===== src/hdl/ntt_pkg.sv =====
// Shared constants, data types and pipeline structs for the NTT core
package ntt_pkg;

    // Ring parameters
    localparam int NTT_Q      = 3329;
    localparam int NTT_N      = 256;
    localparam int NTT_LAYERS = 7;
    // Primitive 256th root of unity mod q
    localparam int ZETA_ROOT  = 17;
    // Idle cycles between layers, equal to op-to-write latency
    localparam int PIPE_DRAIN = 4;

    // Barrett constants, m = floor(2^24 / q)
    localparam int PROD_W     = 24;
    localparam int BARRETT_K  = PROD_W;
    localparam int BARRETT_M  = 5039;

    typedef logic [11:0]       coef_t;
    typedef logic [7:0]        addr_t;
    typedef logic [6:0]        zidx_t;
    typedef logic [15:0]       bram_word_t;
    typedef logic [PROD_W-1:0] prod_t;

    // Address generator output
    typedef struct packed {
        logic  valid;
        logic  last_layer;
        logic  final_op;
        logic  inverse;
        addr_t up_addr;
        addr_t dn_addr;
        zidx_t zidx;
    } bf_op_t;

    // Operand fetch output
    typedef struct packed {
        logic  valid;
        logic  last_layer;
        logic  final_op;
        logic  inverse;
        addr_t up_addr;
        addr_t dn_addr;
        coef_t up_val;
        coef_t dn_val;
        coef_t zeta;
    } bf_data_t;

    // Butterfly result
    typedef struct packed {
        logic  valid;
        logic  last_layer;
        logic  final_op;
        addr_t up_addr;
        addr_t dn_addr;
        coef_t up_val;
        coef_t dn_val;
    } bf_res_t;

    // Dual-port register file write, one shared enable
    typedef struct packed {
        logic  en;
        addr_t addr_a;
        addr_t addr_b;
        coef_t data_a;
        coef_t data_b;
    } rf_wr_t;

    typedef struct packed {
        logic       we;
        addr_t      addr;
        bram_word_t wdata;
    } bram_req_t;

    typedef enum logic [1:0] {
        IDLE,
        COPY_ISSUE,
        COPY_CAPTURE,
        RUN
    } ctrl_state_t;

endpackage

===== src/hdl/addr_gen.sv =====
// Butterfly sequencer for forward and inverse transforms
// One operation per cycle, drain gap between layers
`timescale 1ns/1ps

module addr_gen (
    input  logic            clk,
    input  logic            rst,
    input  logic            i_start,
    input  logic            i_mode,
    output ntt_pkg::bf_op_t o_op
);

    import ntt_pkg::*;

    logic       active;
    logic       mode_q;
    logic [2:0] gap_cnt;
    logic [2:0] layer;
    // Butterfly span, power of two
    addr_t      len;
    addr_t      grp_base;
    addr_t      offset;
    zidx_t      zidx;

    logic       issue;
    logic       grp_end;
    logic       last_layer;
    logic [8:0] next_base;

    // Issue only while running and outside the drain gap
    assign issue      = active && (gap_cnt == '0);
    assign grp_end    = (offset == len - addr_t'(1));
    assign next_base  = {1'b0, grp_base} + {len, 1'b0};
    assign last_layer = (layer == 3'(NTT_LAYERS - 1));

    // Operation is a function of the counter registers
    assign o_op.valid      = issue;
    assign o_op.last_layer = last_layer;
    assign o_op.final_op   = issue && last_layer && grp_end && next_base[8];
    assign o_op.inverse    = mode_q;
    assign o_op.up_addr    = grp_base + offset;
    assign o_op.dn_addr    = grp_base + offset + len;
    assign o_op.zidx       = zidx;

    always_ff @(posedge clk or posedge rst) begin
        if (rst) begin
            active   <= 1'b0;
            mode_q   <= 1'b0;
            gap_cnt  <= '0;
            layer    <= '0;
            len      <= '0;
            grp_base <= '0;
            offset   <= '0;
            zidx     <= '0;
        end else if (i_start && !active) begin
            active   <= 1'b1;
            mode_q   <= i_mode;
            gap_cnt  <= '0;
            layer    <= '0;
            grp_base <= '0;
            offset   <= '0;
            // Forward: CT from len 128, zeta 1 upward
            // Inverse: GS from len 2, zeta 127 downward
            len      <= i_mode ? addr_t'(2) : addr_t'(NTT_N / 2);
            zidx     <= i_mode ? zidx_t'(NTT_N / 2 - 1) : zidx_t'(1);
        end else if (gap_cnt != '0) begin
            gap_cnt <= gap_cnt - 1'b1;
        end else if (active) begin
            if (!grp_end) begin
                offset <= offset + 1'b1;
            end else begin
                offset <= '0;
                // One twiddle per group
                zidx   <= mode_q ? zidx - 1'b1 : zidx + 1'b1;
                if (!next_base[8]) begin
                    grp_base <= next_base[7:0];
                end else begin
                    // Layer done
                    grp_base <= '0;
                    layer    <= layer + 1'b1;
                    len      <= mode_q ? len << 1 : len >> 1;
                    if (last_layer) begin
                        active <= 1'b0;
                    end else begin
                        gap_cnt <= 3'(PIPE_DRAIN);
                    end
                end
            end
        end
    end

endmodule


===== config.mk =====
export PLATFORM = sky130hd
export DESIGN_NAME = addr_gen
export DESIGN_NICKNAME = d
export VERILOG_FILES = /design/src/hdl/ntt_pkg.sv /design/src/hdl/addr_gen.sv
export SDC_FILE = /design/constraint.sdc
export NUM_CORES = 1
export LEC_CHECK = 0
export BUFFER_PORTS_ARGS = -buffer_cell sky130_fd_sc_hd__buf_2
export CAP_MARGIN = 20
export CORE_MARGIN = 1
export CORE_UTILIZATION = 50
export DETAILED_ROUTE_END_ITERATION = 8
export PLACE_DENSITY = 0.79
export SYNTH_ARGS = -nofsm -noshare
export SYNTH_HDL_FRONTEND = slang
export SYNTH_SLANG_ARGS = --single-unit

===== constraint.sdc =====
create_clock -name clk -period 2.8 [get_ports clk]
set_input_delay 0.28 -clock clk [delete_from_list [all_inputs] [get_ports clk]]
set_output_delay 0.28 -clock clk [all_outputs]
set_load 0.05 [all_outputs]

==> results.json <==
{
  "status": "complete, but fails checks",
  "violations": "negative setup slack",
  "crit_path_end": "o_op[14]",
  "vias_per_cell": 5.72,
  "grt_pass1_wl_um": 12500,
  "die_y_um": 80.3,
  "fp.dieW_um": 80.3,
  "fmax_ghz": 0.329,
  "vias": 2784,
  "fin_skew_ps": 9.79,
  "reg2reg_from": "grp_base[2]",
  "layout_commonest_cell": "buf_4",
  "synthArstFlopShare_pct": 100,
  "cts_root_buf": "clkbuf_8",
  "setup_viol": 3,
  "synth.area.top_cells": "dfrtp_1 31%, ha_1 12%, xnor2_1 5.7%",
  "layout_common_cells": "44 x buf_4, 36 x dfrtp_1, 32 x nor2_1",
  "drv_cap": 0,
  "synth_fp_nets": 381,
  "hold_buffers": 0,
  "maxSlewHeadroom_pct": 62.1,
  "rr_worst_depth": 13,
  "io_buffer_count": 30,
  "path_max_fanout": 4,
  "core_area_um2": 5920,
  "path_clk_slew_ps": 80,
  "synth_area_um2": 3070,
  "finalHoldViolations": 0,
  "synth_cell_type_count": 54,
  "drtIter0Drc": 157,
  "synth_edf_count": 0,
  "dp.cells": 463,
  "synth_flop_cell": "dfrtp_1",
  "num_io_pins": 31,
  "drtPass1Iterations": 4,
  "worstSkewPairLatency_ps": 300,
  "stdcell_area_um2": 4080,
  "required_ps": 2520,
  "grt_start_max_net_pins": 25,
  "initial_utilization_pct": 51.8,
  "antenna_found_initial": 0,
  "grt.overflow.total": 0,
  "rsz0062_at_grt": "yes",
  "crit_path_start_kind": "flip-flop",
  "die-area_um2": 6450,
  "cp-end-kind": "output pin",
  "finalWorstSetupSlack_ps": -235,
  "wl_per_cell_um": 15.9,
  "synth_top_cell_area_share_pct": 31.0,
  "synthCells": 344,
  "worst_pin_slew_ps": 568,
  "drc": 0,
  "cts_tree": "done",
  "avgSynthCellArea_um2": 8.91,
  "placed_area_um2": 3590,
  "cp.arrival_ps": 2760,
  "yosys.area.top_type": "dfrtp_1",
  "area_growth_pct": 33.1,
  "ff2ff_setup_slack_ps": 50,
  "slew_violations": 0,
  "num_antenna_cells": 0,
  "cts_max_level": 2,
  "finalWirelength_um": 7770,
  "clock_path_buffers": 2,
  "num_rows": 28,
  "period_needed_ps": 3040,
  "final_nets": 448,
  "ant_nets": 0,
  "dp_hpwl_um": 5520,
  "hp-class": "input port to asynchronous set/reset pin",
  "cts.sink_count": 38,
  "routabilityCongestion": 0.839,
  "synth-seq-area-share_pct": 31.0,
  "ys_ff_latch": 38,
  "cts_buffers": 5,
  "grt_usage_pct": 25.4,
  "post-route-period-util_pct": 108,
  "yosys_warnings": 0,
  "path_class": "flip-flop to output pin",
  "crit_start": "offset[2]",
  "critical_path.reg2reg.endpoint": "len[4]",
  "grt_pass1_vias": 2792,
  "fin_cells": 487,
  "drive_gt1_share_pct": 33.3
}
sequential cells by signal, summed over array words and instances (netlist names):
| name | cells |
|---|---|
| len | 8 |
| offset | 8 |
| grp_base | 7 |
| zidx | 7 |
| gap_cnt | 3 |
| layer | 3 |
| active | 1 |
| mode_q | 1 |
layer usage:
layer,track usage (%),wire length [um],vias to the layer above
met5,0,0,-
met4,6.79,161,0
met3,4.20,267,15
met2,48.3,4080,59
met1,29.1,3250,1360
li1,-,-,1350
area by class of cell:
class                      instances  area [um2]
fill                             448        1840
inverter                          19        71.3
timing repair buffer              76         546
tap                               75        93.8
clock buffer                       7        86.3
multi-input combinational        271        2320
clock inverter                     1        5.00
sequential                        38         953
kinds of logic (layout without fill, tap and decap cells):
family	after synthesis	after routing	synth area share [%]
AO/OA/AOI/OAI	88	88	18.4
buffers and inverters	35	103	5.55
AND/OR/NAND/NOR	109	109	18.7
XOR/XNOR	32	32	9.14
multiplexers	9	9	2.98
flip-flops	38	38	31.0
adder cells (fa/ha/maj)	33	33	14.2
metrics by stage:
step                      setup TNS (ps)  utilization (%)  hold WS (ps)  setup WS (ps)
after floorplan                     -566                -           410           -227
after global placement                 0             60.6           359           37.5
after CTS                           -292             65.0          44.8           -198
after detailed placement               0             60.6           362           11.7
after global routing                -971             68.9          88.8           -360
final                               -490             68.9          23.4           -235
synth_stat cells (all sizes together) (2+ instances only):
cell / instances
o21bai: 4
or3: 6
o21a: 2
ha: 30
nand3b: 3
nor3: 10
clkbuf: 8
xnor2: 20
and3: 6
a22o: 4
buf: 8
mux2i: 8
a21oi: 32
dfrtp: 38
a211oi: 7
inv: 18
xor2: 12
nor2: 38
nor2b: 8
o31ai: 3
a31oi: 5
o21ai: 15
nand3: 11
a21o: 7
fa: 3
nand2: 18
timing repair:
| item | in CTS | in global routing |
|---|---|---|
| setup endpoints to repair | 4 | 20 |
| pin swaps | 17 | 23 |
| setup buffers | 6 | 11 |
| hold endpoints to repair | 0 | 0 |
| resized for setup | 23 | 25 |
worst min-delay path by stage:
stage / end / slack [ps] / cells after the start
after floorplan: active / 410 / 2
after global placement: offset[0] / 360 / 2
after detailed placement: offset[0] / 360 / 2
after CTS: offset[0] / 40 / 2
after global routing: offset[0] / 90 / 2
final: grp_base[3] / 20 / 2
critical path, stage by stage, from the launching register on:
cell     delay (ps)
dfrtp_2         430
ha_4            250
a21oi_4         140
nor2b_2          70
o21a_1          230
o21a_1          240
nor2_4          140
xnor2_4         150
ha_4            250
a21oi_4         170
o21ai_4          90
xnor2_4         130
buf_6           170
Power is left out: the tool's default activity adds up to more than one toggle a clock period on the data nets, which glitch-free logic cannot reach.
