$ cat config.mk
export PLATFORM = sky130hd
export DESIGN_NAME = operand_fetch
export DESIGN_NICKNAME = d
export VERILOG_FILES = /design/src/hdl/ntt_pkg.sv /design/src/hdl/operand_fetch.sv
export SDC_FILE = /design/constraint.sdc
export NUM_CORES = 1
export LEC_CHECK = 0
export BUFFER_PORTS_ARGS = -buffer_cell sky130_fd_sc_hd__buf_2
export CORE_MARGIN = 4
export CORE_UTILIZATION = 29
export CTS_CLUSTER_SIZE = 14
export DETAILED_ROUTE_END_ITERATION = 7
export GPL_ROUTABILITY_DRIVEN = 0
export PLACE_DENSITY = 0.52
export SYNTH_ARGS = -nofsm -noshare
export SYNTH_HDL_FRONTEND = slang
export SYNTH_SLANG_ARGS = --single-unit
$ cat constraint.sdc
create_clock -name clk -period 2.4 [get_ports clk]
set_clock_uncertainty 0.05 [all_clocks]
set_input_delay 0.48 -clock clk [delete_from_list [all_inputs] [get_ports clk]]
set_output_delay 0.48 -clock clk [all_outputs]
set_load 0.05 [all_outputs]
$ cat src/hdl/ntt_pkg.sv
// Shared constants, data types and pipeline structs for the NTT core
package ntt_pkg;

    // Ring parameters
    localparam int NTT_Q      = 3329;
    localparam int NTT_N      = 256;
    localparam int NTT_LAYERS = 7;
    // Primitive 256th root of unity mod q
    localparam int ZETA_ROOT  = 17;
    // Idle cycles between layers, equal to op-to-write latency
    localparam int PIPE_DRAIN = 4;

    // Barrett constants, m = floor(2^24 / q)
    localparam int PROD_W     = 24;
    localparam int BARRETT_K  = PROD_W;
    localparam int BARRETT_M  = 5039;

    typedef logic [11:0]       coef_t;
    typedef logic [7:0]        addr_t;
    typedef logic [6:0]        zidx_t;
    typedef logic [15:0]       bram_word_t;
    typedef logic [PROD_W-1:0] prod_t;

    // Address generator output
    typedef struct packed {
        logic  valid;
        logic  last_layer;
        logic  final_op;
        logic  inverse;
        addr_t up_addr;
        addr_t dn_addr;
        zidx_t zidx;
    } bf_op_t;

    // Operand fetch output
    typedef struct packed {
        logic  valid;
        logic  last_layer;
        logic  final_op;
        logic  inverse;
        addr_t up_addr;
        addr_t dn_addr;
        coef_t up_val;
        coef_t dn_val;
        coef_t zeta;
    } bf_data_t;

    // Butterfly result
    typedef struct packed {
        logic  valid;
        logic  last_layer;
        logic  final_op;
        addr_t up_addr;
        addr_t dn_addr;
        coef_t up_val;
        coef_t dn_val;
    } bf_res_t;

    // Dual-port register file write, one shared enable
    typedef struct packed {
        logic  en;
        addr_t addr_a;
        addr_t addr_b;
        coef_t data_a;
        coef_t data_b;
    } rf_wr_t;

    typedef struct packed {
        logic       we;
        addr_t      addr;
        bram_word_t wdata;
    } bram_req_t;

    typedef enum logic [1:0] {
        IDLE,
        COPY_ISSUE,
        COPY_CAPTURE,
        RUN
    } ctrl_state_t;

endpackage
$ cat src/hdl/operand_fetch.sv
// Operand fetch stage with twiddle ROM
// ROM entry k holds 17^bitrev7(k) mod q, built at elaboration
`timescale 1ns/1ps

module operand_fetch (
    input  logic              clk,
    input  logic              rst,
    input  ntt_pkg::bf_op_t   i_op,
    input  ntt_pkg::coef_t    i_rdata_up,
    input  ntt_pkg::coef_t    i_rdata_dn,
    output ntt_pkg::bf_data_t o_data
);

    import ntt_pkg::*;

    typedef coef_t [NTT_N/2-1:0] zeta_tab_t;

    // Powers of the root first, then bit-reversed pick
    function automatic zeta_tab_t gen_zetas();
        zeta_tab_t   pw;
        zeta_tab_t   tab;
        int unsigned acc;
        int unsigned rev;
        acc = 1;
        for (int e = 0; e < NTT_N / 2; e++) begin
            pw[e] = coef_t'(acc);
            acc   = (acc * ZETA_ROOT) % NTT_Q;
        end
        for (int k = 0; k < NTT_N / 2; k++) begin
            rev = 0;
            for (int b = 0; b < NTT_LAYERS; b++) begin
                rev = rev | (((k >> b) & 1) << (NTT_LAYERS - 1 - b));
            end
            tab[k] = pw[rev];
        end
        return tab;
    endfunction

    localparam zeta_tab_t ZETAS = gen_zetas();

    // Register file data arrives combinationally for the current op
    always_ff @(posedge clk or posedge rst) begin
        if (rst) begin
            o_data <= '0;
        end else begin
            o_data.valid      <= i_op.valid;
            o_data.last_layer <= i_op.last_layer;
            o_data.final_op   <= i_op.final_op;
            o_data.inverse    <= i_op.inverse;
            o_data.up_addr    <= i_op.up_addr;
            o_data.dn_addr    <= i_op.dn_addr;
            o_data.up_val     <= i_rdata_up;
            o_data.dn_val     <= i_rdata_dn;
            // twiddle lookup by zeta index
            o_data.zeta       <= ZETAS[i_op.zidx];
        end
    end

endmodule

==> results.sh <==
export IMPL_drc=0
export IMPL_htree_levels=2
export IMPL_placed_wire_length_estimate_um=12800
export IMPL_route_detailed_vias_per_inst=5.88
export IMPL_drt_wl_total_um=16900
export IMPL_worst_supply_voltage_drop_on_vdd_mv=0.261
export IMPL_p_sw_mw=1.03
export IMPL_whs_endpoint="o_data[54]"
export IMPL_cts_buffer_depth=2
export IMPL_async_flop_share=1.00
export IMPL_cts_setup_buffers=0
export IMPL_die_width_um=128
export IMPL_grt_overflow_total=0
export IMPL_dieArea_mm2=0.0163
export IMPL_fin_crit_sh=0.922
export IMPL_power_switching_fraction=0.372
export IMPL_cts_root_buf="clkbuf_16"
export IMPL_total_power_density_per_cell_area_mw_per_mm2=517
export IMPL_synthToLayoutAreaGrowth_pct=29.6
export IMPL_cts_clk_slew_worst_paths_ns=0.07
export IMPL_grt_pass1_vias=4431
export IMPL_core_region_area_mm2=0.0139
export IMPL_final_period_minus_worst_setup_slack_ns=2.21
export IMPL_largest_register="o_data"
export IMPL_count_of_flip_flops_with_a_built_in_enable_after_synthesis=0
export IMPL_overall_routing_resource_usage=0.201
export IMPL_detail_route_antenna_nets=0
export IMPL_grt_setup_unrepaired="no"
export IMPL_groute_layer_met1_usage=0.281
export IMPL_num_vias=4718
export IMPL_antenna_found_initial=0
export IMPL_detailedRoute_firstIterationViolations=723
export IMPL_slew_headroom=0.545
export IMPL_num_nets_final=685
export IMPL_total_leakage_power_nw=2.38
export IMPL_critPathKind="in -> reg"
export IMPL_setup_viol_count_final=0
export IMPL_cts_repair_resized=0
export IMPL_power_frac_clock=0.251
export IMPL_numClockSinks=56
export IMPL_floorplan_initialDensity=0.298
export IMPL_reg_top3="o_data x56"
export IMPL_post_synth_inst_count=485
export IMPL_postSynthAreaPerCell_um2=8.56
export IMPL_finish_utilization=0.386
export IMPL_synth_fp_nets=549
export IMPL_busiest_layer="met2"
export IMPL_die_height_um=128
export IMPL_critPathRequiredTime_ns=2.51
export IMPL_drt_wirelength_per_cell_um=21.1
export IMPL_final_cell_mix="108 x buf_2, 72 x buf_4, 56 x dfrtp_1, 41 x nand2_1, 38 x a21oi_1"
export IMPL_largest_fanout_on_the_critical_path=8
export IMPL_post_cts_hold_buffer_count=0
export IMPL_grt_util_met3=0.0481
export IMPL_seqPwrFrac=0.370
export IMPL_hold_path_startpoint="i_op[25]"
export IMPL_grt_use_met2=0.307
export IMPL_power_total_mw=2.78
export IMPL_hp_class="in -> reg"
export IMPL_startpoint_type="input port"
export IMPL_max_freq_ghz=0.452
export IMPL_grt_first_pass_wirelength_um=25800
export IMPL_antenna_cells=0
export IMPL_final_layout_size_suffix_gt1_frac=0.341
export IMPL_synth_distinct_cells=69
export IMPL_place_port_buffers=108
export IMPL_num_rows=43
export IMPL_timing_hold_violations_final=0
export IMPL_ys_ff_latch=56
export IMPL_detailedRoute_firstPassIterationCount=8
export IMPL_layout_cells_most_common="buf_2"
export IMPL_status="finished, final reports clean"
export IMPL_worstHoldPathCells=1
export IMPL_pin_count_of_the_biggest_net_entering_global_routing=57
export IMPL_arrival_ns=2.32
export IMPL_intPower_mw=1.74
export IMPL_worstMarginPinSlew_ns=0.683
export IMPL_cp_end_kind="flop"
export IMPL_largest_register_ff_count=56
export IMPL_synth_warnings=0
export IMPL_maxCapViolations=0
export IMPL_tritoncts="done"
export IMPL_slew_viol_final=0
export IMPL_cts_buffers=5
export IMPL_combPwrFrac=0.379
export IMPL_postSynth_topFlopCell="dfrtp_1"
export IMPL_top_level_ports=109
export IMPL_yosysSeqAreaShare=0.338
export IMPL_mappedNetlistArea_mm2=0.00415
## per-layer routing
layer | part of all wire | routed length (um)
met1 | 0.40 | 6840
met2 | 0.44 | 7380
met3 | 0.13 | 2260
met4 | 0.027 | 454
met5 | 0 | 0
## Yosys cell counts, types with 9 or more instances
master,number,share of area
ha_1,11,0.033
nand3_1,9,0.011
o21ai_0,32,0.039
mux2i_1,9,0.022
nor2_1,21,0.019
clkbuf_1,15,0.014
nor3_1,15,0.018
nand2b_1,21,0.032
o211ai_1,13,0.024
nand2_1,41,0.037
nor2b_1,13,0.020
a311oi_1,9,0.019
a211oi_1,11,0.020
o31ai_1,9,0.016
a31oi_1,12,0.018
a21oi_1,38,0.046
dfrtp_1,56,0.34
buf_2,26,0.031
## power by group through the flow
| stage | Combinational [mW] | Sequential, mW | Clock (mW) |
|---|---|---|---|
| after floorplan | 0.441 | 1.28 | 0 |
| after global placement | 1.04 | 1.05 | 0 |
| after detailed placement | 1.03 | 1.05 | 0 |
| after CTS | 1.04 | 1.03 | 0.729 |
| after global routing | 1.12 | 1.03 | 0.762 |
| final | 1.05 | 1.03 | 0.698 |
## cell families (layout without fill, tap and decap cells)
family	count (synthesis)	after routing	share of synthesized area
compound gates	186	186	0.308
simple gates	149	149	0.187
buf+inv	68	205	0.0883
flops	56	56	0.338
mux	14	14	0.0434
fa+ha+maj	11	11	0.0332
xor+xnor	1	1	0.00211
## worst max-delay path: stages
cell and delay, ns:
buf_2 0.09, buf_4 0.15, buf_4 0.17, ha_1 0.34
buf_4 0.19, nand2b_1 0.19, o21ai_0 0.12, a221oi_1 0.43
o32ai_1 0.15
## through the flow
stage / area [um^2] / cells / hold WS, ns / setup WS, ns / TNS, ns
after CTS: 5380 / 802 / 0.236 / 0.230 / 0
after floorplan: 4150 / 485 / 0.461 / 0.104 / 0
after global routing: 5380 / 802 / 0.238 / 0.112 / 0
final: 5380 / 802 / 0.245 / 0.188 / 0
after detailed placement: 5240 / 794 / 0.540 / -0.0669 / -0.0798
after global placement: 5240 / 794 / 0.539 / -0.0933 / -0.127
## layout make-up
| type | count | area [um^2] |
|---|---|---|
| Tap cell | 180 | 225 |
| Inverter | 12 | 45.0 |
| Multi-Input combinational cell | 361 | 2380 |
| Clock buffer | 6 | 129 |
| Fill cell | 1424 | 8550 |
| Timing Repair Buffer | 185 | 1180 |
| Sequential cell | 56 | 1400 |
| Clock inverter | 2 | 16.3 |
## worst max path at each step
stage,start,to,slack (ns),depth (start not counted)
after floorplan,i_op[1],o_data[1],0.10,10
after global placement,i_op[0],o_data[1],-0.09,9
after detailed placement,i_op[0],o_data[1],-0.07,9
after CTS,i_op[0],o_data[1],0.23,9
after global routing,i_op[0],o_data[4],0.11,9
final,i_op[0],o_data[4],0.19,9
Note: power is estimated with default switching activity, not from simulation.
