==> src/hdl/ntt_pkg.sv <==
// Shared constants, data types and pipeline structs for the NTT core
package ntt_pkg;

    // Ring parameters
    localparam int NTT_Q      = 3329;
    localparam int NTT_N      = 256;
    localparam int NTT_LAYERS = 7;
    // Primitive 256th root of unity mod q
    localparam int ZETA_ROOT  = 17;
    // Idle cycles between layers, equal to op-to-write latency
    localparam int PIPE_DRAIN = 4;

    // Barrett constants, m = floor(2^24 / q)
    localparam int PROD_W     = 24;
    localparam int BARRETT_K  = PROD_W;
    localparam int BARRETT_M  = 5039;

    typedef logic [11:0]       coef_t;
    typedef logic [7:0]        addr_t;
    typedef logic [6:0]        zidx_t;
    typedef logic [15:0]       bram_word_t;
    typedef logic [PROD_W-1:0] prod_t;

    // Address generator output
    typedef struct packed {
        logic  valid;
        logic  last_layer;
        logic  final_op;
        logic  inverse;
        addr_t up_addr;
        addr_t dn_addr;
        zidx_t zidx;
    } bf_op_t;

    // Operand fetch output
    typedef struct packed {
        logic  valid;
        logic  last_layer;
        logic  final_op;
        logic  inverse;
        addr_t up_addr;
        addr_t dn_addr;
        coef_t up_val;
        coef_t dn_val;
        coef_t zeta;
    } bf_data_t;

    // Butterfly result
    typedef struct packed {
        logic  valid;
        logic  last_layer;
        logic  final_op;
        addr_t up_addr;
        addr_t dn_addr;
        coef_t up_val;
        coef_t dn_val;
    } bf_res_t;

    // Dual-port register file write, one shared enable
    typedef struct packed {
        logic  en;
        addr_t addr_a;
        addr_t addr_b;
        coef_t data_a;
        coef_t data_b;
    } rf_wr_t;

    typedef struct packed {
        logic       we;
        addr_t      addr;
        bram_word_t wdata;
    } bram_req_t;

    typedef enum logic [1:0] {
        IDLE,
        COPY_ISSUE,
        COPY_CAPTURE,
        RUN
    } ctrl_state_t;

endpackage
==> src/hdl/butterfly_unit.sv <==
// Two-stage modular butterfly
// CT in forward mode, GS in inverse mode, Barrett reduction
`timescale 1ns/1ps

module butterfly_unit (
    input  logic              clk,
    input  logic              rst,
    input  ntt_pkg::bf_data_t i_data,
    output ntt_pkg::bf_res_t  o_res
);

    import ntt_pkg::*;

    // Canonical (a + b) mod q
    function automatic coef_t add_mod(coef_t a, coef_t b);
        logic [12:0] s;
        s = {1'b0, a} + {1'b0, b};
        return (s >= 13'(NTT_Q)) ? coef_t'(s - 13'(NTT_Q)) : coef_t'(s);
    endfunction

    // Canonical (a - b) mod q
    function automatic coef_t sub_mod(coef_t a, coef_t b);
        return (a >= b) ? coef_t'(a - b) : coef_t'(a + coef_t'(NTT_Q) - b);
    endfunction

    // Stage 1 registers
    logic  s1_valid;
    logic  s1_last;
    logic  s1_final;
    logic  s1_inverse;
    addr_t s1_up_addr;
    addr_t s1_dn_addr;
    coef_t s1_up;
    coef_t s1_dn;
    prod_t s1_prod;

    // Multiplier operand, GS multiplies the difference
    coef_t mul_b;

    // Stage 2 reduction and outputs
    logic [PROD_W+12:0] q_full;
    logic [12:0]        q_est;
    logic [PROD_W:0]    r_wide;
    coef_t              t_red;
    coef_t              res_up;
    coef_t              res_dn;

    assign mul_b = i_data.inverse ? sub_mod(i_data.dn_val, i_data.up_val) : i_data.dn_val;

    always_ff @(posedge clk or posedge rst) begin
        if (rst) begin
            s1_valid   <= 1'b0;
            s1_last    <= 1'b0;
            s1_final   <= 1'b0;
            s1_inverse <= 1'b0;
        end else begin
            s1_valid   <= i_data.valid;
            s1_last    <= i_data.last_layer;
            s1_final   <= i_data.final_op;
            s1_inverse <= i_data.inverse;
        end
    end

    always_ff @(posedge clk) begin
        s1_up_addr <= i_data.up_addr;
        s1_dn_addr <= i_data.dn_addr;
        s1_up      <= i_data.up_val;
        s1_dn      <= i_data.dn_val;
        s1_prod    <= prod_t'(i_data.zeta) * prod_t'(mul_b);
    end

    // Quotient estimate is short by at most one, so one correction suffices
    assign q_full = (PROD_W+13)'(s1_prod) * (PROD_W+13)'(BARRETT_M);
    assign q_est  = q_full[PROD_W+12:BARRETT_K];
    assign r_wide = (PROD_W+1)'(s1_prod) - (PROD_W+1)'(q_est) * (PROD_W+1)'(NTT_Q);
    assign t_red  = (r_wide >= (PROD_W+1)'(NTT_Q)) ?
                    coef_t'(r_wide - (PROD_W+1)'(NTT_Q)) : coef_t'(r_wide);

    // forward: u + t, u - t; inverse: u + v, zeta * (v - u)
    assign res_up = s1_inverse ? add_mod(s1_up, s1_dn) : add_mod(s1_up, t_red);
    assign res_dn = s1_inverse ? t_red : sub_mod(s1_up, t_red);

    always_ff @(posedge clk or posedge rst) begin
        if (rst) begin
            o_res <= '0;
        end else begin
            o_res.valid      <= s1_valid;
            o_res.last_layer <= s1_last;
            o_res.final_op   <= s1_final;
            o_res.up_addr    <= s1_up_addr;
            o_res.dn_addr    <= s1_dn_addr;
            o_res.up_val     <= res_up;
            o_res.dn_val     <= res_dn;
        end
    end

endmodule

==> config.mk <==
export PLATFORM = sky130hd
export DESIGN_NAME = butterfly_unit
export DESIGN_NICKNAME = d
export VERILOG_FILES = /design/src/hdl/ntt_pkg.sv /design/src/hdl/butterfly_unit.sv
export SDC_FILE = /design/constraint.sdc
export NUM_CORES = 1
export LEC_CHECK = 0
export BUFFER_PORTS_ARGS = -buffer_cell sky130_fd_sc_hd__buf_4
export CAP_MARGIN = 40
export CORE_ASPECT_RATIO = 0.5
export CORE_MARGIN = 2
export CORE_UTILIZATION = 51
export DETAILED_ROUTE_END_ITERATION = 7
export GPL_TIMING_DRIVEN = 1
export PLACE_DENSITY = 0.68
export RECOVER_POWER = 50
export SLEW_MARGIN = 20
export SYNTH_ARGS = -nofsm -noshare
export SYNTH_HDL_FRONTEND = slang
export SYNTH_SLANG_ARGS = --single-unit
==> constraint.sdc <==
create_clock -name clk -period 16.95 [get_ports clk]
set_input_delay 4.2375 -clock clk [delete_from_list [all_inputs] [get_ports clk]]
set_output_delay 4.2375 -clock clk [all_outputs]
set_load 0.005 [all_outputs]
==> reports/metrics.csv, run 1 <==
metric,value,unit
total die area,0.0413,mm2
crit path DAT,14.35,ns
clk slew on worst S/H paths,0.09,ns
Synth async-reset ratio,0.423,
antenna cells,0,
part of the cycle the worst path needs,0.831,
GP Congestion,0.871,
Critical Setup Path Class,flop to flop,
status,"finished, violations left",
Syn Inst Count,2211,
"Net Count, Synth",2897,
top post-synthesis cells by area,"fa_1 27%, ha_1 22%, inv_1 8.8%",
Netlist cell types,75,
# nets final,2975,
via count,15000,
Post-CTS Setup Inserts,0,
vias in the first global route,14600,
CP max FO,11,
Synth Area in XOR/XNOR,0.0472,
global-route wire length before repair,74100,um
CTS tree,yes,
"Seq/Total Area, Yosys",0.122,
failing checks,"capacitance limit, slew limit",
CTS Buffer Depth,2,
GRT Resource Usage Total,0.225,
core area,0.0389,mm2
root buffer cell,clkbuf_16,
CP peak stage delay,0.63,ns
Final Hold Fails,0,
largest net degree at the start of global routing,32,
num ports,101,
Detailed Route Iter0 Violations,801,
worst-margin pin slew,1.67,ns
"Req. time, crit path",17.22,ns
Slew HR,-0.115,
Final TNS setup,0,ns
post-cts sizing count,0,
Setup Skew,0.0138,ns
post-DR vias/cell,5.30,
#FFs+latches synth,111,
Final Instance Area,0.0217,mm2
YS warnings,0,
initial core utilization,0.518,
"Cell Area, Synth",0.0202,mm2
dpl cell area,0.0215,mm2
initial antenna violation count,0,
ys flop type,dfxtp_1,
cts bufs inserted,9,
die height,145,um
worst setup margin,2.87,ns
Clock Latency Late Sink,0.39,ns
DRC,0,
unrepaired setup endpoints after global routing,no,
pre-CTS setup slack,3.05,ns
area share of fa/ha/maj cells after synthesis,0.493,
Post-synth EDFFs,0,
H-tree levels,3,
row cnt,51,
Worst setup EP type,flop,
slack of the worst reg-to-reg path,2.87,ns
hold_ws,0.325,ns
total gr overflow,0,
top cell type's share of synthesized area,0.275,
# setup viols final,0,
DRT Pass-1 Iters,5,
dpl hpwl,38300,um
Sink Count,111,
CP most frequent cell,inv_1,
Fmax,0.0710,GHz
footprint of the multi-input gates,0.0157,mm2
Total Wirelength,44300,um
Synth Area in Compound Gates,0.107,
largest area contributor in the netlist,fa_1,
FILL cells,3565,
multiplexer share of the synthesized area,0.0104,
Worst Hold Class,flop to flop,
max_cap viols,1,
share of layout cells above drive strength 1,0.0593,
Die X,285,um
Final Critical Period,14.08,ns
# hold bufs at CTS,0,
top-count cell post-synth,inv_1,
remaining antenna violation count after routing,0,
syn_area_per_cell,9.12,um2
storage element area,0.00246,mm2
most frequent cells after synthesis,"475 x inv_1, 351 x ha_1, 277 x fa_1, 165 x nand2_1, 96 x a21oi_1",
Post-Synth Simple-Gate Area,0.123,
Routed wire per std cell,15.7,um
Pins Over Slew Limit,32,
CP max stage cell,fa_1,
I/O Buffers,100,
main combinational cell family by area after synthesis,adder cells,
Area Growth Syn to Fin,7.75,%
CP Launch Type,flop,
[worst max-delay path, delay by kind of cell, from the launching register on]
kind | cells | cell delay, ns
simple gates | 11 | 2.67
fa+ha+maj | 12 | 5.60
xor+xnor | 1 | 0.21
mux | 3 | 1.22
flops | 1 | 0.50
compound gates | 12 | 2.67
buf+inv | 11 | 1.07
[per-layer routing]
metal	vias up	GRT usage	wire length [um]	part of all wire
met5	-	0	0	0
met4	0	0.0496	709	0.016
met3	45	0.0276	2090	0.047
met2	318	0.368	20100	0.45
met1	7291	0.321	21400	0.48
li1	7315	-	-	-
[sequential cells by signal, summed over array words and instances, names as in the netlist, 8 cells and up]
| name | count |
|---|---|
| s1_up_addr | 8 |
| s1_prod | 24 |
| o_res | 43 |
| s1_dn | 12 |
| s1_dn_addr | 8 |
| s1_up | 12 |
[area by class of cell]
class | count | share of cell area
repair buffers | 115 | 0.0359
clock inverters | 7 | 0.00420
multi-input cells | 1577 | 0.724
inverters | 475 | 0.0820
well taps | 530 | 0.0305
clock buffers | 9 | 0.0104
flip-flops and latches | 111 | 0.113
[cell usage in the layout (no fill, tap or decap), drive strengths merged, types with 62 or more instances in the layout]
master / n
fa: 277
dfxtp: 64
nor2: 75
a21oi: 96
buf: 69
inv: 479
o21ai: 62
nand2: 165
ha: 351
xnor2: 69
[kinds of logic (layout without fill, tap and decap cells)]
logic type	Yosys count	after routing
buffers and inverters	523	606
AND/OR/NAND/NOR	489	489
flip-flops	111	111
multiplexers	20	20
AO/OA/AOI/OAI	333	333
XOR/XNOR	107	107
adder cells (fa/ha/maj)	628	628
[path summary, 6_finish.rpt]
kind / from / end / cells after the start
setup / recovery: s1_prod[20] / o_res[17] / 50
hold / removal: s1_dn_addr[5] / o_res[29] / 0
setup reg to reg: s1_prod[20] / o_res[17] / 50
hold reg to reg: s1_dn_addr[5] / o_res[29] / 0
max in group asynchronous: rst / o_res[26] / 3
min in group asynchronous: rst / o_res[37] / 2
[through the flow]
stage	std cells	util
CTS	2823	0.561
floorplan	2211	-
finish	2824	0.558
global route	2824	0.558
global placement	2805	0.552
detailed placement	2807	0.553
Power of run 1 is left out: the tool's default activity adds up to more than one toggle a clock period on the data nets, which glitch-free logic cannot reach.
==> run 2: changes to the inputs <==
- ABC_AREA: unset -> 1
- PLACE_DENSITY: 0.68 -> 0.71
- clock period: 16.95 -> 12.6 ns (I/O delays scaled with it)
==> run 2 against run 1 <==
The flow still finishes with violations (capacitance limit, slew limit); hold slack improved by 0.0059 ns; count of clock-buffer cells in the layout is the same; synthesized cell count grew 20%; die area rose by 5.0%; maximum frequency increased by 18%; register-to-register slack worse by 2.2 ns; synthesized area grew 5.1%; wire length up 17%; non-clock buffer count up 35; first-iteration DRC count rose by 38%; clock skew is 0.0030 ns higher; critical path type unchanged; highest routed layer unchanged.
==> reports/metrics.csv, run 2 <==
metric,value,unit
H-tree levels,3,
#FFs+latches synth,111,
root buffer cell,clkbuf_16,
top-count cell post-synth,inv_1,
failing checks,"capacitance limit, slew limit",
Top Registers,"o_res: 43 flops, s1_prod: 24 flops",
core area,0.0407,mm2
most flop-heavy register,o_res,
ys flop type,dfxtp_1,
via count,17300,
top cell type's share of synthesized area,0.262,
Detailed Route Iter0 Violations,1103,
pre-CTS setup slack,-0.0371,ns
largest net degree at the start of global routing,30,
initial antenna violation count,0,
GRT Resource Usage Total,0.246,
CP Launch Type,flop,
status,"finished, violations left",
Netlist cell types,55,
# nets final,3460,
largest area contributor in the netlist,fa_1,
Final Hold Fails,0,
# hold bufs at CTS,0,
total gr overflow,0,
most frequent cells after synthesis,"601 x inv_1, 500 x nand2_1, 351 x ha_1, 277 x fa_1, 159 x nor2_1",
CP peak stage delay,0.52,ns
Placed Cells incl. Taps,3288,
remaining antenna violation count after routing,0,
non-filler instance count after layout,3319,
Final Critical Period,11.91,ns
# setup viols final,0,
crit path DAT,12.25,ns
I/O Buffers,100,
Routed wire per std cell,15.6,um
"Req. time, crit path",12.94,ns
GP Congestion,0.952,
DRT Pass-1 Iters,6,
die height,148,um
Largest register FFs,43,
share of layout cells above drive strength 1,0.0878,
Syn Inst Count,2651,
cts bufs inserted,9,
hold_ws,0.331,ns
part of the cycle the worst path needs,0.945,
Pins Over Slew Limit,30,
max_cap viols,1,
Post-synth EDFFs,0,
syn_area_per_cell,8.00,um2
"Cell Area, Synth",0.0212,mm2
Worst Hold Class,flop to flop,
vias in the first global route,16900,
CP most frequent cell,nand2_1,
"most common cell after layout, fill and taps aside",inv_1,
CP max FO,8,
unrepaired setup endpoints after global routing,yes,
worst setup margin,0.693,ns
Fmax,0.0840,GHz
worst-margin pin slew,1.73,ns
CP max stage cell,fa_1,
YS warnings,0,
CTS tree,yes,
Final Instance Area,0.0233,mm2
post-DR vias/cell,5.21,
clk slew on worst S/H paths,0.09,ns
most frequent cells in the layout,"598 x inv_1, 494 x nand2_1, 344 x ha_1, 277 x fa_1, 157 x nor2_1",
antenna cells,0,
Clock Latency Late Sink,0.39,ns
dpl hpwl,44700,um
Synth async-reset ratio,0.423,
Die X,292,um
num ports,101,
"Seq/Total Area, Yosys",0.116,
Sink Count,111,
Setup Skew,0.0168,ns
Worst setup EP type,flop,
CTS Buffer Depth,2,
total die area,0.0433,mm2
global-route wire length before repair,85500,um
Critical Setup Path Class,flop to flop,
"Net Count, Synth",3337,
Area Growth Syn to Fin,9.93,%
top post-synthesis cells by area,"fa_1 26%, ha_1 21%, inv_1 11%",
dpl cell area,0.0227,mm2
initial core utilization,0.521,
Total Wirelength,51700,um
row cnt,52,
DRC,0,
Slew HR,-0.150,
-- run 2: changes by cell type in the layout (fill, tap and decap cells not counted), moves of 41 or more --
cell,previous run,this run
nand3_1,29,106
nor2_1,75,157
nor2b_1,48,0
nand2_1,165,494
inv_1,475,598
xnor2_1,69,28
-- run 2: final cells by class --
class / instances / area (um2)
inverters: 608 / 2290
fillers: 3773 / 17400
clock inverters: 7 / 93.8
well taps: 540 / 676
multi-input cells: 1894 / 16500
repair buffers: 150 / 1040
clock buffers: 9 / 225
flip-flops and latches: 111 / 2480
-- run 2: final timing paths --
kind	start	end	slack (ns)	depth (start not counted)
setup reg to reg	s1_prod[20]	o_res[23]	0.69	64
min in group asynchronous	rst	o_res[25]	2.86	2
setup / recovery	s1_prod[20]	o_res[23]	0.69	64
hold reg to reg	s1_up_addr[7]	o_res[39]	0.33	0
hold / removal	s1_up_addr[7]	o_res[39]	0.33	0
max in group asynchronous	rst	o_res[10]	7.71	3
-- run 2: what timing repair did --
item / CTS / global route
pin swaps: 0 / 17
setup endpoints to repair: 13 / 24
buffers inserted: 0 / 13
gates resized for setup: 2 / 73
gates cloned: 0 / 1
-- run 2: kinds of logic (layout without fill, tap and decap cells) --
| family | count (synthesis) | after routing | share of synthesized area |
|---|---|---|---|
| AO/OA/AOI/OAI | 281 | 281 | 0.0788 |
| XOR/XNOR | 115 | 115 | 0.0491 |
| AND/OR/NAND/NOR | 869 | 870 | 0.171 |
| adder cells (fa/ha/maj) | 628 | 628 | 0.469 |
| buffers and inverters | 647 | 774 | 0.116 |
| flip-flops | 111 | 111 | 0.116 |
-- run 2: metrics by stage --
step                utilization  setup TNS (ns)
floorplan                     -               0
global placement          0.557               0
detailed placement        0.558          -0.205
CTS                       0.566               0
global route              0.572         -0.0763
finish                    0.572               0
-- run 2: critical path, delay by kind of cell, from the launching register on --
kind	cells	cell delay (ns)
AO/OA/AOI/OAI	11	1.87
AND/OR/NAND/NOR	18	1.54
flip-flops	1	0.41
buffers and inverters	17	1.67
XOR/XNOR	4	0.75
adder cells (fa/ha/maj)	14	5.57
-- run 2: per-layer routing --
layer	wire length, um	share of wire	vias up	track usage
li1	-	-	8504	-
met1	24300	0.47	8304	0.342
met2	24000	0.46	428	0.412
met3	2490	0.048	61	0.0341
met4	959	0.019	0	0.0500
met5	0	0	-	0
Power of run 2 is left out for the same reason.
