## src/hdl/ntt_pkg.sv

```systemverilog
// Shared constants, data types and pipeline structs for the NTT core
package ntt_pkg;

    // Ring parameters
    localparam int NTT_Q      = 3329;
    localparam int NTT_N      = 256;
    localparam int NTT_LAYERS = 7;
    // Primitive 256th root of unity mod q
    localparam int ZETA_ROOT  = 17;
    // Idle cycles between layers, equal to op-to-write latency
    localparam int PIPE_DRAIN = 4;

    // Barrett constants, m = floor(2^24 / q)
    localparam int PROD_W     = 24;
    localparam int BARRETT_K  = PROD_W;
    localparam int BARRETT_M  = 5039;

    typedef logic [11:0]       coef_t;
    typedef logic [7:0]        addr_t;
    typedef logic [6:0]        zidx_t;
    typedef logic [15:0]       bram_word_t;
    typedef logic [PROD_W-1:0] prod_t;

    // Address generator output
    typedef struct packed {
        logic  valid;
        logic  last_layer;
        logic  final_op;
        logic  inverse;
        addr_t up_addr;
        addr_t dn_addr;
        zidx_t zidx;
    } bf_op_t;

    // Operand fetch output
    typedef struct packed {
        logic  valid;
        logic  last_layer;
        logic  final_op;
        logic  inverse;
        addr_t up_addr;
        addr_t dn_addr;
        coef_t up_val;
        coef_t dn_val;
        coef_t zeta;
    } bf_data_t;

    // Butterfly result
    typedef struct packed {
        logic  valid;
        logic  last_layer;
        logic  final_op;
        addr_t up_addr;
        addr_t dn_addr;
        coef_t up_val;
        coef_t dn_val;
    } bf_res_t;

    // Dual-port register file write, one shared enable
    typedef struct packed {
        logic  en;
        addr_t addr_a;
        addr_t addr_b;
        coef_t data_a;
        coef_t data_b;
    } rf_wr_t;

    typedef struct packed {
        logic       we;
        addr_t      addr;
        bram_word_t wdata;
    } bram_req_t;

    typedef enum logic [1:0] {
        IDLE,
        COPY_ISSUE,
        COPY_CAPTURE,
        RUN
    } ctrl_state_t;

endpackage
```

## src/hdl/writeback.sv

```systemverilog
// Writeback stage: register file write and last-layer BRAM writes
`timescale 1ns/1ps

module writeback (
    input  logic               clk,
    input  logic               rst,
    input  ntt_pkg::bf_res_t   i_res,
    output ntt_pkg::rf_wr_t    o_rf_wr,
    output ntt_pkg::bram_req_t o_bram_a,
    output ntt_pkg::bram_req_t o_bram_b,
    output logic               o_final
);

    import ntt_pkg::*;

    logic bram_we;

    // Results leave the core only from the last layer
    assign bram_we = i_res.valid && i_res.last_layer;

    always_ff @(posedge clk or posedge rst) begin
        if (rst) begin
            o_rf_wr  <= '0;
            o_bram_a <= '0;
            o_bram_b <= '0;
            o_final  <= 1'b0;
        end else begin
            o_rf_wr.en     <= i_res.valid;
            o_rf_wr.addr_a <= i_res.up_addr;
            o_rf_wr.addr_b <= i_res.dn_addr;
            o_rf_wr.data_a <= i_res.up_val;
            o_rf_wr.data_b <= i_res.dn_val;
            // Both BRAM ports written together, data zero-extended
            o_bram_a.we    <= bram_we;
            o_bram_a.addr  <= i_res.up_addr;
            o_bram_a.wdata <= bram_word_t'(i_res.up_val);
            o_bram_b.we    <= bram_we;
            o_bram_b.addr  <= i_res.dn_addr;
            o_bram_b.wdata <= bram_word_t'(i_res.dn_val);
            o_final        <= i_res.valid && i_res.final_op;
        end
    end

endmodule

```

## config.mk

```make
export PLATFORM = sky130hd
export DESIGN_NAME = writeback
export DESIGN_NICKNAME = d
export VERILOG_FILES = /design/src/hdl/ntt_pkg.sv /design/src/hdl/writeback.sv
export SDC_FILE = /design/constraint.sdc
export NUM_CORES = 1
export LEC_CHECK = 0
export ABC_AREA = 1
export ABC_CLOCK_PERIOD_IN_PS = 1500
export BUFFER_PORTS_ARGS = -buffer_cell sky130_fd_sc_hd__buf_2
export CAP_MARGIN = 20
export CORE_AREA = 2 2 67 69
export DETAILED_ROUTE_END_ITERATION = 7
export DIE_AREA = 0 0 69 71
export PLACE_DENSITY = 0.79
export SYNTH_ARGS = -nofsm -noshare
export SYNTH_HDL_FRONTEND = slang
export SYNTH_SLANG_ARGS = --single-unit
```

## constraint.sdc

```tcl
create_clock -name clk -period 1.5 [get_ports clk]
set_input_delay 0.15 -clock clk [delete_from_list [all_inputs] [get_ports clk]]
set_output_delay 0.15 -clock clk [all_outputs]
set_load 0.01 [all_outputs]
```

==> results of run 1 <==
## sequential cells by signal (all words and copies together) (netlist names)
name and count:
o_final 1, o_rf_wr 1, o_bram_b 21, o_bram_a 20
## where the power goes
part / total (uW) / internal (uW) / switching, uW
clock network: 891 / 538 / 353
registers: 1240 / 1220 / 24.5
logic: 353 / 190 / 163
total: 2490 / 1950 / 540
## cell usage after synthesis, drive strengths merged
master	instances	area share [%]
inv	3	0.77
buf	49	25
dfrtp	43	73
conb	1	0.26
nand2	2	0.51
## cell type report
| class | count | area (um^2) | share of cell area, % |
|---|---|---|---|
| Clock inverter | 2 | 35.0 | 1.47 |
| Clock buffer | 6 | 82.6 | 3.48 |
| Timing Repair Buffer | 171 | 1070 | 45.0 |
| Tap cell | 52 | 65.1 | 2.74 |
| Sequential cell | 43 | 1080 | 45.3 |
| Inverter | 3 | 11.3 | 0.474 |
| Multi-Input combinational cell | 10 | 37.5 | 1.58 |
## path summary, 6_finish.rpt
path	startpoint	to	slack, ps	cells past startpoint
max	o_bram_b[0]	o_bram_b[0]	530	1
min in group asynchronous	rst	o_bram_b[5]	540	4
min	i_res[41]	o_bram_b[24]	40	3
max in group asynchronous	rst	o_bram_b[1]	600	4
## per-layer routing
| layer | vias up | part of all wire (%) | wire length (um) |
|---|---|---|---|
| li1 | 505 | - | - |
| met5 | - | 0 | 0 |
| met1 | 523 | 31 | 968 |
| met4 | 0 | 1.6 | 51 |
| met3 | 5 | 12 | 377 |
| met2 | 86 | 55 | 1730 |
## cell usage in the layout (no fill, tap or decap)
cell type	count
dfrtp_1	43
buf_2	128
inv_1	2
nand2_1	2
buf_4	1
conb_1	8
dlygate4sd3_1	42
bufinv_16	1
clkinv_1	1
clkbuf_8	6
clkinv_2	1
## cell families (layout without fill, tap and decap cells)
logic type | count (synthesis) | in the layout
other cells | 1 | 8
buf+inv | 52 | 182
simple gates | 2 | 2
flops | 43 | 43
## through the flow
stage | setup WS (ps) | std cells | util (%)
3_3_place_gp | 841 | 237 | 43.7
2_1_floorplan | 347 | 105 | -
3_5_place_dp | 828 | 237 | 43.7
4_1_cts | 513 | 287 | 56.5
6_report | 533 | 287 | 56.5
5_1_grt | 487 | 287 | 56.5
## timing repair
action	in CTS	in global routing
hold endpoints to repair	84	0
endpoints found under the setup margin	0	0
buffers inserted	0	0
hold buffers	42	0
==> flow_summary_export.csv, run 1 <==
group,metric,value,unit
run_status,outcome,"complete, no violations",
power,peakVddDrop,0.544,mV
grt,grt_pass1_wl,5110,um
logic_synthesis,seq_area_frac_synth,73.4,%
die,coreArea,4200,um^2
grt,track_usage,13.4,%
sta,maxSlewHeadroom,66.2,%
routing,drt_iter0_markers,7,
setup_path,critPathArrivalTime,820,ps
sta,worst_hold_slack,43.9,ps
logic_synthesis,synth-xor-area-share,0,%
sta,post-route-min-period,967,ps
sta,tns,0,ps
routing,ant_nets,0,
grt,grt_use_met2,23.9,%
grt,antenna_found_initial,0,
power,finalPower,2490,uW
setup_path,required,1350,ps
logic_synthesis,synth_cells,98,
setup_path,critPathLaunchType,"register",
routing,via_per_inst,3.90,
sta,fmax,1.03,GHz
finish,drive_above_1_share,58.3,%
logic_synthesis,synth.distinct_cells,5,
clock_network,numCtsBuffers,5,
sta,tightest_slew,506,ps
run,drv_cap,0,
grt,grt_max_degree,44,
routing,vias,1119,
placed_design,place_congestion,0.674,
logic_synthesis,synthMuxAreaShare,0,%
die,fp.dieH,71,um
sta,rsz0062_at_grt,"no",
setup_path,crit_path_end_kind,"primary output",
power,p_leak,0.00130,uW
grt,met1_usage,13.6,%
sta,fin_crit_sh,64.5,%
die,dieArea,4900,um^2
grt,grt-ovfl-total,0,
min_path,hold_path.class,"input port to register",
setup_path,cpPeakStageDelay,390,ps
setup_path,critPathMaxFanout,2,
placed_design,placed_cell_area,1840,um^2
setup_path,crit_slowest_cell,"dfrtp_1",
grt,grt_pass1_vias,1119,
setup_path,path_class,"register to primary output",
placed_design,portBuffers,128,
clock_network,cts_max_level,2,
clock_network,cts_tree,"built",
setup_path,crit_family,"flip-flops",
logic_synthesis,synth_area_per_cell,15.0,um^2
grt,grtUsageMet3,6.13,%
die,num_rows,24,
routing,wl_per_cell,10.9,um
logic_synthesis,ys_ff_latch,43,
die,floorplan.initialDensity,34.9,%
finish,fill_cells,339,
clock_network,clock_sinks,43,
die,io_pins,137,
placed_design,dp_hpwl,2260,um
sta,hold_violations,0,
finish,fin_area,2380,um^2
clock_network,cts_root_buf,"clkbuf_8",
logic_synthesis,synth-simple-area-share,0.512,%
finish,diodes,0,
clock_network,max-clock-path-buffers,2,
routing,drc,0,
clock_network,path_clk_slew,80,ps
finish,nets,279,
logic_synthesis,synth_area,1470,um^2
grt,top_usage_layer,"met2",
logic_synthesis,synth-compound-area-share,0,%
clock_network,post_cts_resize_count,0,
logic_synthesis,yosys_warnings,0,
logic_synthesis,synthAdderAreaFrac,0,%
die,die_w,69,um
finish,syn_to_final_growth,62.0,%
sta,setup_violations,0,
sta,final_max_slew_viol_count,0,
routing,first_pass_iters,2,
setup_path,cp_num_buf_inv,1,
routing,totalWireLength,3130,um
logic_synthesis,synth_top_family_by_area,"buffers and inverters",
power,p_per_area,1050,nW/um^2
setup_path,cp_cell_sequence,"buf_2",
Power figures use the tool's default switching activity.
==> inputs of run 2 (changes only) <==
- ABC_CLOCK_PERIOD_IN_PS: 1500 -> 930
- clock period: 1.5 -> 0.93 ns (I/O delays scaled with it)
==> flow_summary_export.csv, run 2 (synthesis gave the netlist of run 1 again) <==
group,metric,value,unit
finish,multi_input_area,37.5,um^2
finish,final_cell_mix,"127 x buf_2, 44 x dlygate4sd3_1, 43 x dfrtp_1",
sta,post-route-min-period,920,ps
die,dieArea,4900,um^2
finish,reg_top3,"o_bram_b: 21 flops, o_bram_a: 20 flops",
routing,drc,0,
finish,fin_util,56.7,%
clock_network,numCtsBuffers,5,
min_path,hold_path.class,"input port to async pin",
routing,first_pass_iters,4,
setup_path,critPathMaxFanout,2,
routing,via_per_inst,3.82,
run_status,outcome,"complete, no violations",
finish,drive_above_1_share,58.2,%
finish,nets,282,
setup_path,cpPeakStageDelay,400,ps
finish,largest-register,"o_bram_b",
finish,diodes,0,
clock_network,cts_setup_buffers,0,
grt,grt_max_degree,24,
placed_design,portBuffers,128,
grt,antenna_found_initial,0,
clock_network,cts_root_buf,"clkbuf_8",
grt,grt-ovfl-total,0,
setup_path,crit_slowest_cell,"dfrtp_1",
grt,grt_pass1_vias,1098,
setup_path,path_class,"register to primary output",
die,fp.dieH,71,um
sta,fmax,1.09,GHz
setup_path,critPathArrivalTime,830,ps
setup_path,critPathLaunchType,"register",
setup_path,crit_family,"flip-flops",
sta,fin_crit_sh,98.9,%
routing,drt_iter0_markers,21,
clock_network,max-clock-path-buffers,2,
setup_path,required,840,ps
clock_network,path_clk_slew,70,ps
die,io_pins,137,
grt,track_usage,13.6,%
placed_design,place_congestion,0.689,
power,p_leak,0.00130,uW
clock_network,clock_sinks,43,
routing,ant_nets,0,
finish,seq_area,1080,um^2
die,die_w,69,um
setup_path,crit_path_end_kind,"primary output",
clock_network,cts_tree,"built",
die,coreArea,4200,um^2
sta,setup_violations,0,
finish,mostFrequentLayoutCell,"buf_2",
sta,rsz0062_at_grt,"yes",
sta,final_max_slew_viol_count,0,
power,peakVddDrop,0.869,mV
setup_path,cp_num_buf_inv,1,
run,drv_cap,0,
die,floorplan.initialDensity,34.9,%
placed_design,dp_hpwl,2260,um
grt,grt_pass1_wl,5060,um
power,p_per_area,1560,nW/um^2
clock_network,cts_max_level,2,
sta,hold_violations,0,
finish,fill_cells,335,
routing,vias,1103,
routing,wl_per_cell,11.3,um
finish,syn_to_final_growth,62.5,%
routing,totalWireLength,3270,um
finish,largest_register_ffs,21,
power,finalPower,3720,uW
die,num_rows,24,
setup_path,cp_cell_sequence,"buf_2",
[run 2: changes by cell type in the layout (fill, tap and decap cells not counted), sizes merged]
cell / delta
clkinv: -1
buf: +1
bufinv: -1
clkinvlp: +1
dlygate4sd3: +2
[run 2: power by group]
group          switching (uW)  total, uW  internal [uW]  leakage, uW
Clock                     544       1130            581    0.0000470
Sequential               43.0       2010           1960     0.000504
Combinational             265        583            318     0.000748
[run 2: path summary, 6_finish.rpt]
check | start | end | slack [ps] | depth (start not counted)
min | rst | o_bram_a[21] | 410 | 4
min in group clk | i_res[22] | o_bram_a[10] | 440 | 2
max in group asynchronous | rst | o_bram_a[11] | 290 | 4
max | o_bram_a[11] | o_rf_wr[23] | 10 | 1
[run 2: metrics by stage]
step           setup WS [ps]  std cells  hold slack (ps)  setup TNS, ps  cell area [um^2]
3_3_place_gp             334        238              158              0              1850
3_5_place_dp             330        238              168              0              1850
6_report                10.1        289              411              0              2380
4_1_cts                 9.25        289              408              0              2380
2_1_floorplan            298        105             90.9              0              1500
5_1_grt                -30.8        289              438           -317              2380
[run 2: timing repair]
item,CTS,global route
gates resized for setup,0,1
endpoints found under the hold margin,86,0
hold buffers,44,0
endpoints found under the setup margin,0,37
[run 2: per-layer routing]
metal | vias up | track usage, % | part of all wire, %
met5 | - | 0 | 0
met4 | 0 | 4.58 | 1.5
met3 | 5 | 5.13 | 9.5
met2 | 77 | 26.0 | 58
met1 | 510 | 13.5 | 31
li1 | 511 | - | -
[run 2: final cells by class]
class	count	share of cell area (%)
well taps	52	2.73
repair buffers	174	46.2
clock buffers	6	3.46
multi-input cells	10	1.57
inverters	3	0.630
flip-flops and latches	43	45.1
clock inverters	1	0.210
==> inputs of run 3 (changes only) <==
- ABC_AREA: 1 -> unset
==> flow_summary_export.csv, run 3 <==
group,metric,value,unit
run_status,outcome,"complete, no violations",
logic_synthesis,synth_area_per_cell,15.2,um^2
routing,via_per_inst,3.88,
clock_network,max-clock-path-buffers,2,
sta,hold_violations,0,
clock_network,clock_sinks,43,
finish,mostFrequentLayoutCell,"buf_2",
sta,post-route-min-period,907,ps
die,dieArea,4900,um^2
clock_network,cts_tree,"built",
setup_path,critical_path.startpoint,"o_bram_a[11]",
min_path,hold_path.class,"input port to register",
sta,final_max_slew_viol_count,0,
clock_network,numCtsBuffers,5,
routing,drc,0,
setup_path,required,840,ps
placed_design,portBuffers,128,
logic_synthesis,synth_cells,96,
finish,largest_register_ffs,21,
setup_path,cp_cell_sequence,"buf_2",
routing,drt_iter0_markers,24,
logic_synthesis,yosysTopAreaCell,"dfrtp_1",
routing,first_pass_iters,3,
sta,rsz0062_at_grt,"yes",
die,floorplan.initialDensity,34.8,%
finish,syn_to_final_growth,63.2,%
grt,track_usage,13.3,%
logic_synthesis,synth.distinct_cells,5,
logic_synthesis,ys_ff_latch,43,
min_path,hold_end,"o_bram_b[24]",
power,p_per_area,1690,nW/um^2
logic_synthesis,seq_area_frac_synth,73.5,%
setup_path,cp_num_buf_inv,1,
logic_synthesis,yosys_warnings,0,
routing,wl_per_cell,11.4,um
clock_network,cts_max_level,2,
routing,totalWireLength,3250,um
setup_path,critPathArrivalTime,810,ps
power,peakVddDrop,0.768,mV
setup_path,path_class,"register to primary output",
die,num_rows,24,
grt,grt-ovfl-total,0,
finish,reg_top3,"o_bram_b: 21 flops, o_bram_a: 20 flops",
setup_path,critPathLaunchType,"register",
logic_synthesis,netlist.area_leader.share,73.5,%
run,drv_cap,0,
grt,antenna_found_initial,0,
grt,grt_max_degree,44,
logic_synthesis,synth-main-ff-cell,"dfrtp_1",
min_path,holdPathStages,2,
logic_synthesis,yosysMostFrequentCell,"buf_4",
setup_path,crit_slowest_cell,"dfrtp_1",
power,p_leak,0.00129,uW
finish,diodes,0,
logic_synthesis,async_flop_share,100,%
grt,grt_pass1_wl,5020,um
placed_design,place_inst,235,
clock_network,path_clk_slew,70,ps
logic_synthesis,synth_area_leaders,"dfrtp_1 74%, buf_4 25%, and2_1 0.85%, conb_1 0.26%, inv_1 0.26%",
die,coreArea,4200,um^2
sta,fmax,1.10,GHz
finish,final_cell_mix,"128 x buf_2, 43 x dfrtp_1, 42 x dlygate4sd3_1",
finish,stdcell_count,285,
finish,fin_area,2390,um^2
logic_synthesis,synth_commonest_cells,"49 x buf_4, 43 x dfrtp_1, 2 x and2_1",
sta,fin_crit_sh,97.5,%
grt,grt_pass1_vias,1098,
finish,nets,277,
logic_synthesis,synth-edff-count,0,
setup_path,critPathMaxFanout,2,
finish,drive_above_1_share,59.2,%
setup_path,crit_family,"flip-flops",
clock_network,cts_setup_buffers,0,
finish,largest-register,"o_bram_b",
setup_path,crit_path_end_kind,"primary output",
die,die_w,69,um
min_path,hp-start,"i_res[41]",
clock_network,post_cts_resize_count,0,
die,io_pins,137,
die,fp.dieH,71,um
routing,ant_nets,0,
sta,setup_violations,0,
routing,vias,1105,
logic_synthesis,synth_area,1460,um^2
placed_design,placed_cell_area,1850,um^2
setup_path,cpPeakStageDelay,390,ps
placed_design,dp_hpwl,2200,um
clock_network,cts_root_buf,"clkbuf_8",
placed_design,place_congestion,0.691,
run 3: where the power goes:
| group | switching (uW) | total [uW] | internal [uW] |
|---|---|---|---|
| combinational | 263 | 577 | 314 |
| clock | 577 | 1440 | 868 |
| sequential | 41.7 | 2010 | 1960 |
| total | 882 | 4030 | 3150 |
run 3: what timing repair did:
action,4_1_cts,5_1_grt
hold buffers,42,0
gates cloned,0,0
setup endpoints to repair,2,52
hold endpoints to repair,84,0
run 3: how the worst max path moves through the flow:
stage / to / slack [ps] / depth (start not counted)
4_1_cts: o_rf_wr[26] / -1 / 1
6_report: o_rf_wr[23] / 20 / 1
3_5_place_dp: o_rf_wr[23] / 320 / 1
3_3_place_gp: o_bram_a[10] / 330 / 1
5_1_grt: o_bram_a[11] / -30 / 1
2_1_floorplan: o_bram_b[24] / 300 / 1
run 3: metal layers:
layer  track usage (%)  vias to the layer above  share of wire (%)
met2              24.3                       84                 55
li1                  -                      502                  -
met1              13.2                      511                 32
met4              5.23                        0                2.0
met5                 0                        -                  0
met3              5.98                        8                 11
run 3: area by class of cell:
type,count,area (um^2)
clock buffers,6,82.6
clock inverters,2,35.0
fillers,332,1810
inverters,1,7.51
multi-input cells,10,42.5
flip-flops and latches,43,1080
well taps,52,65.1
repair buffers,171,1080
run 3: per-stage QoR:
step	setup TNS, ps	utilization, %	hold WS, ps	setup slack, ps	power [uW]
floorplan	0	-	90.9	298	2340
global placement	0	44.0	155	330	2480
detailed placement	0	44.0	158	324	2490
CTS	-1.11	56.8	3.17	-1.03	4100
global route	-625	56.8	5.05	-26.9	4250
finish	0	56.8	10.9	22.8	4030
run 3: cells by family (layout without fill, tap and decap cells):
logic type,count (synthesis),in the layout,share of synthesized area [%]
buffers and inverters,50,180,25.4
flip-flops,43,43,73.5
AND/OR/NAND/NOR,2,2,0.855
other,1,8,0.256
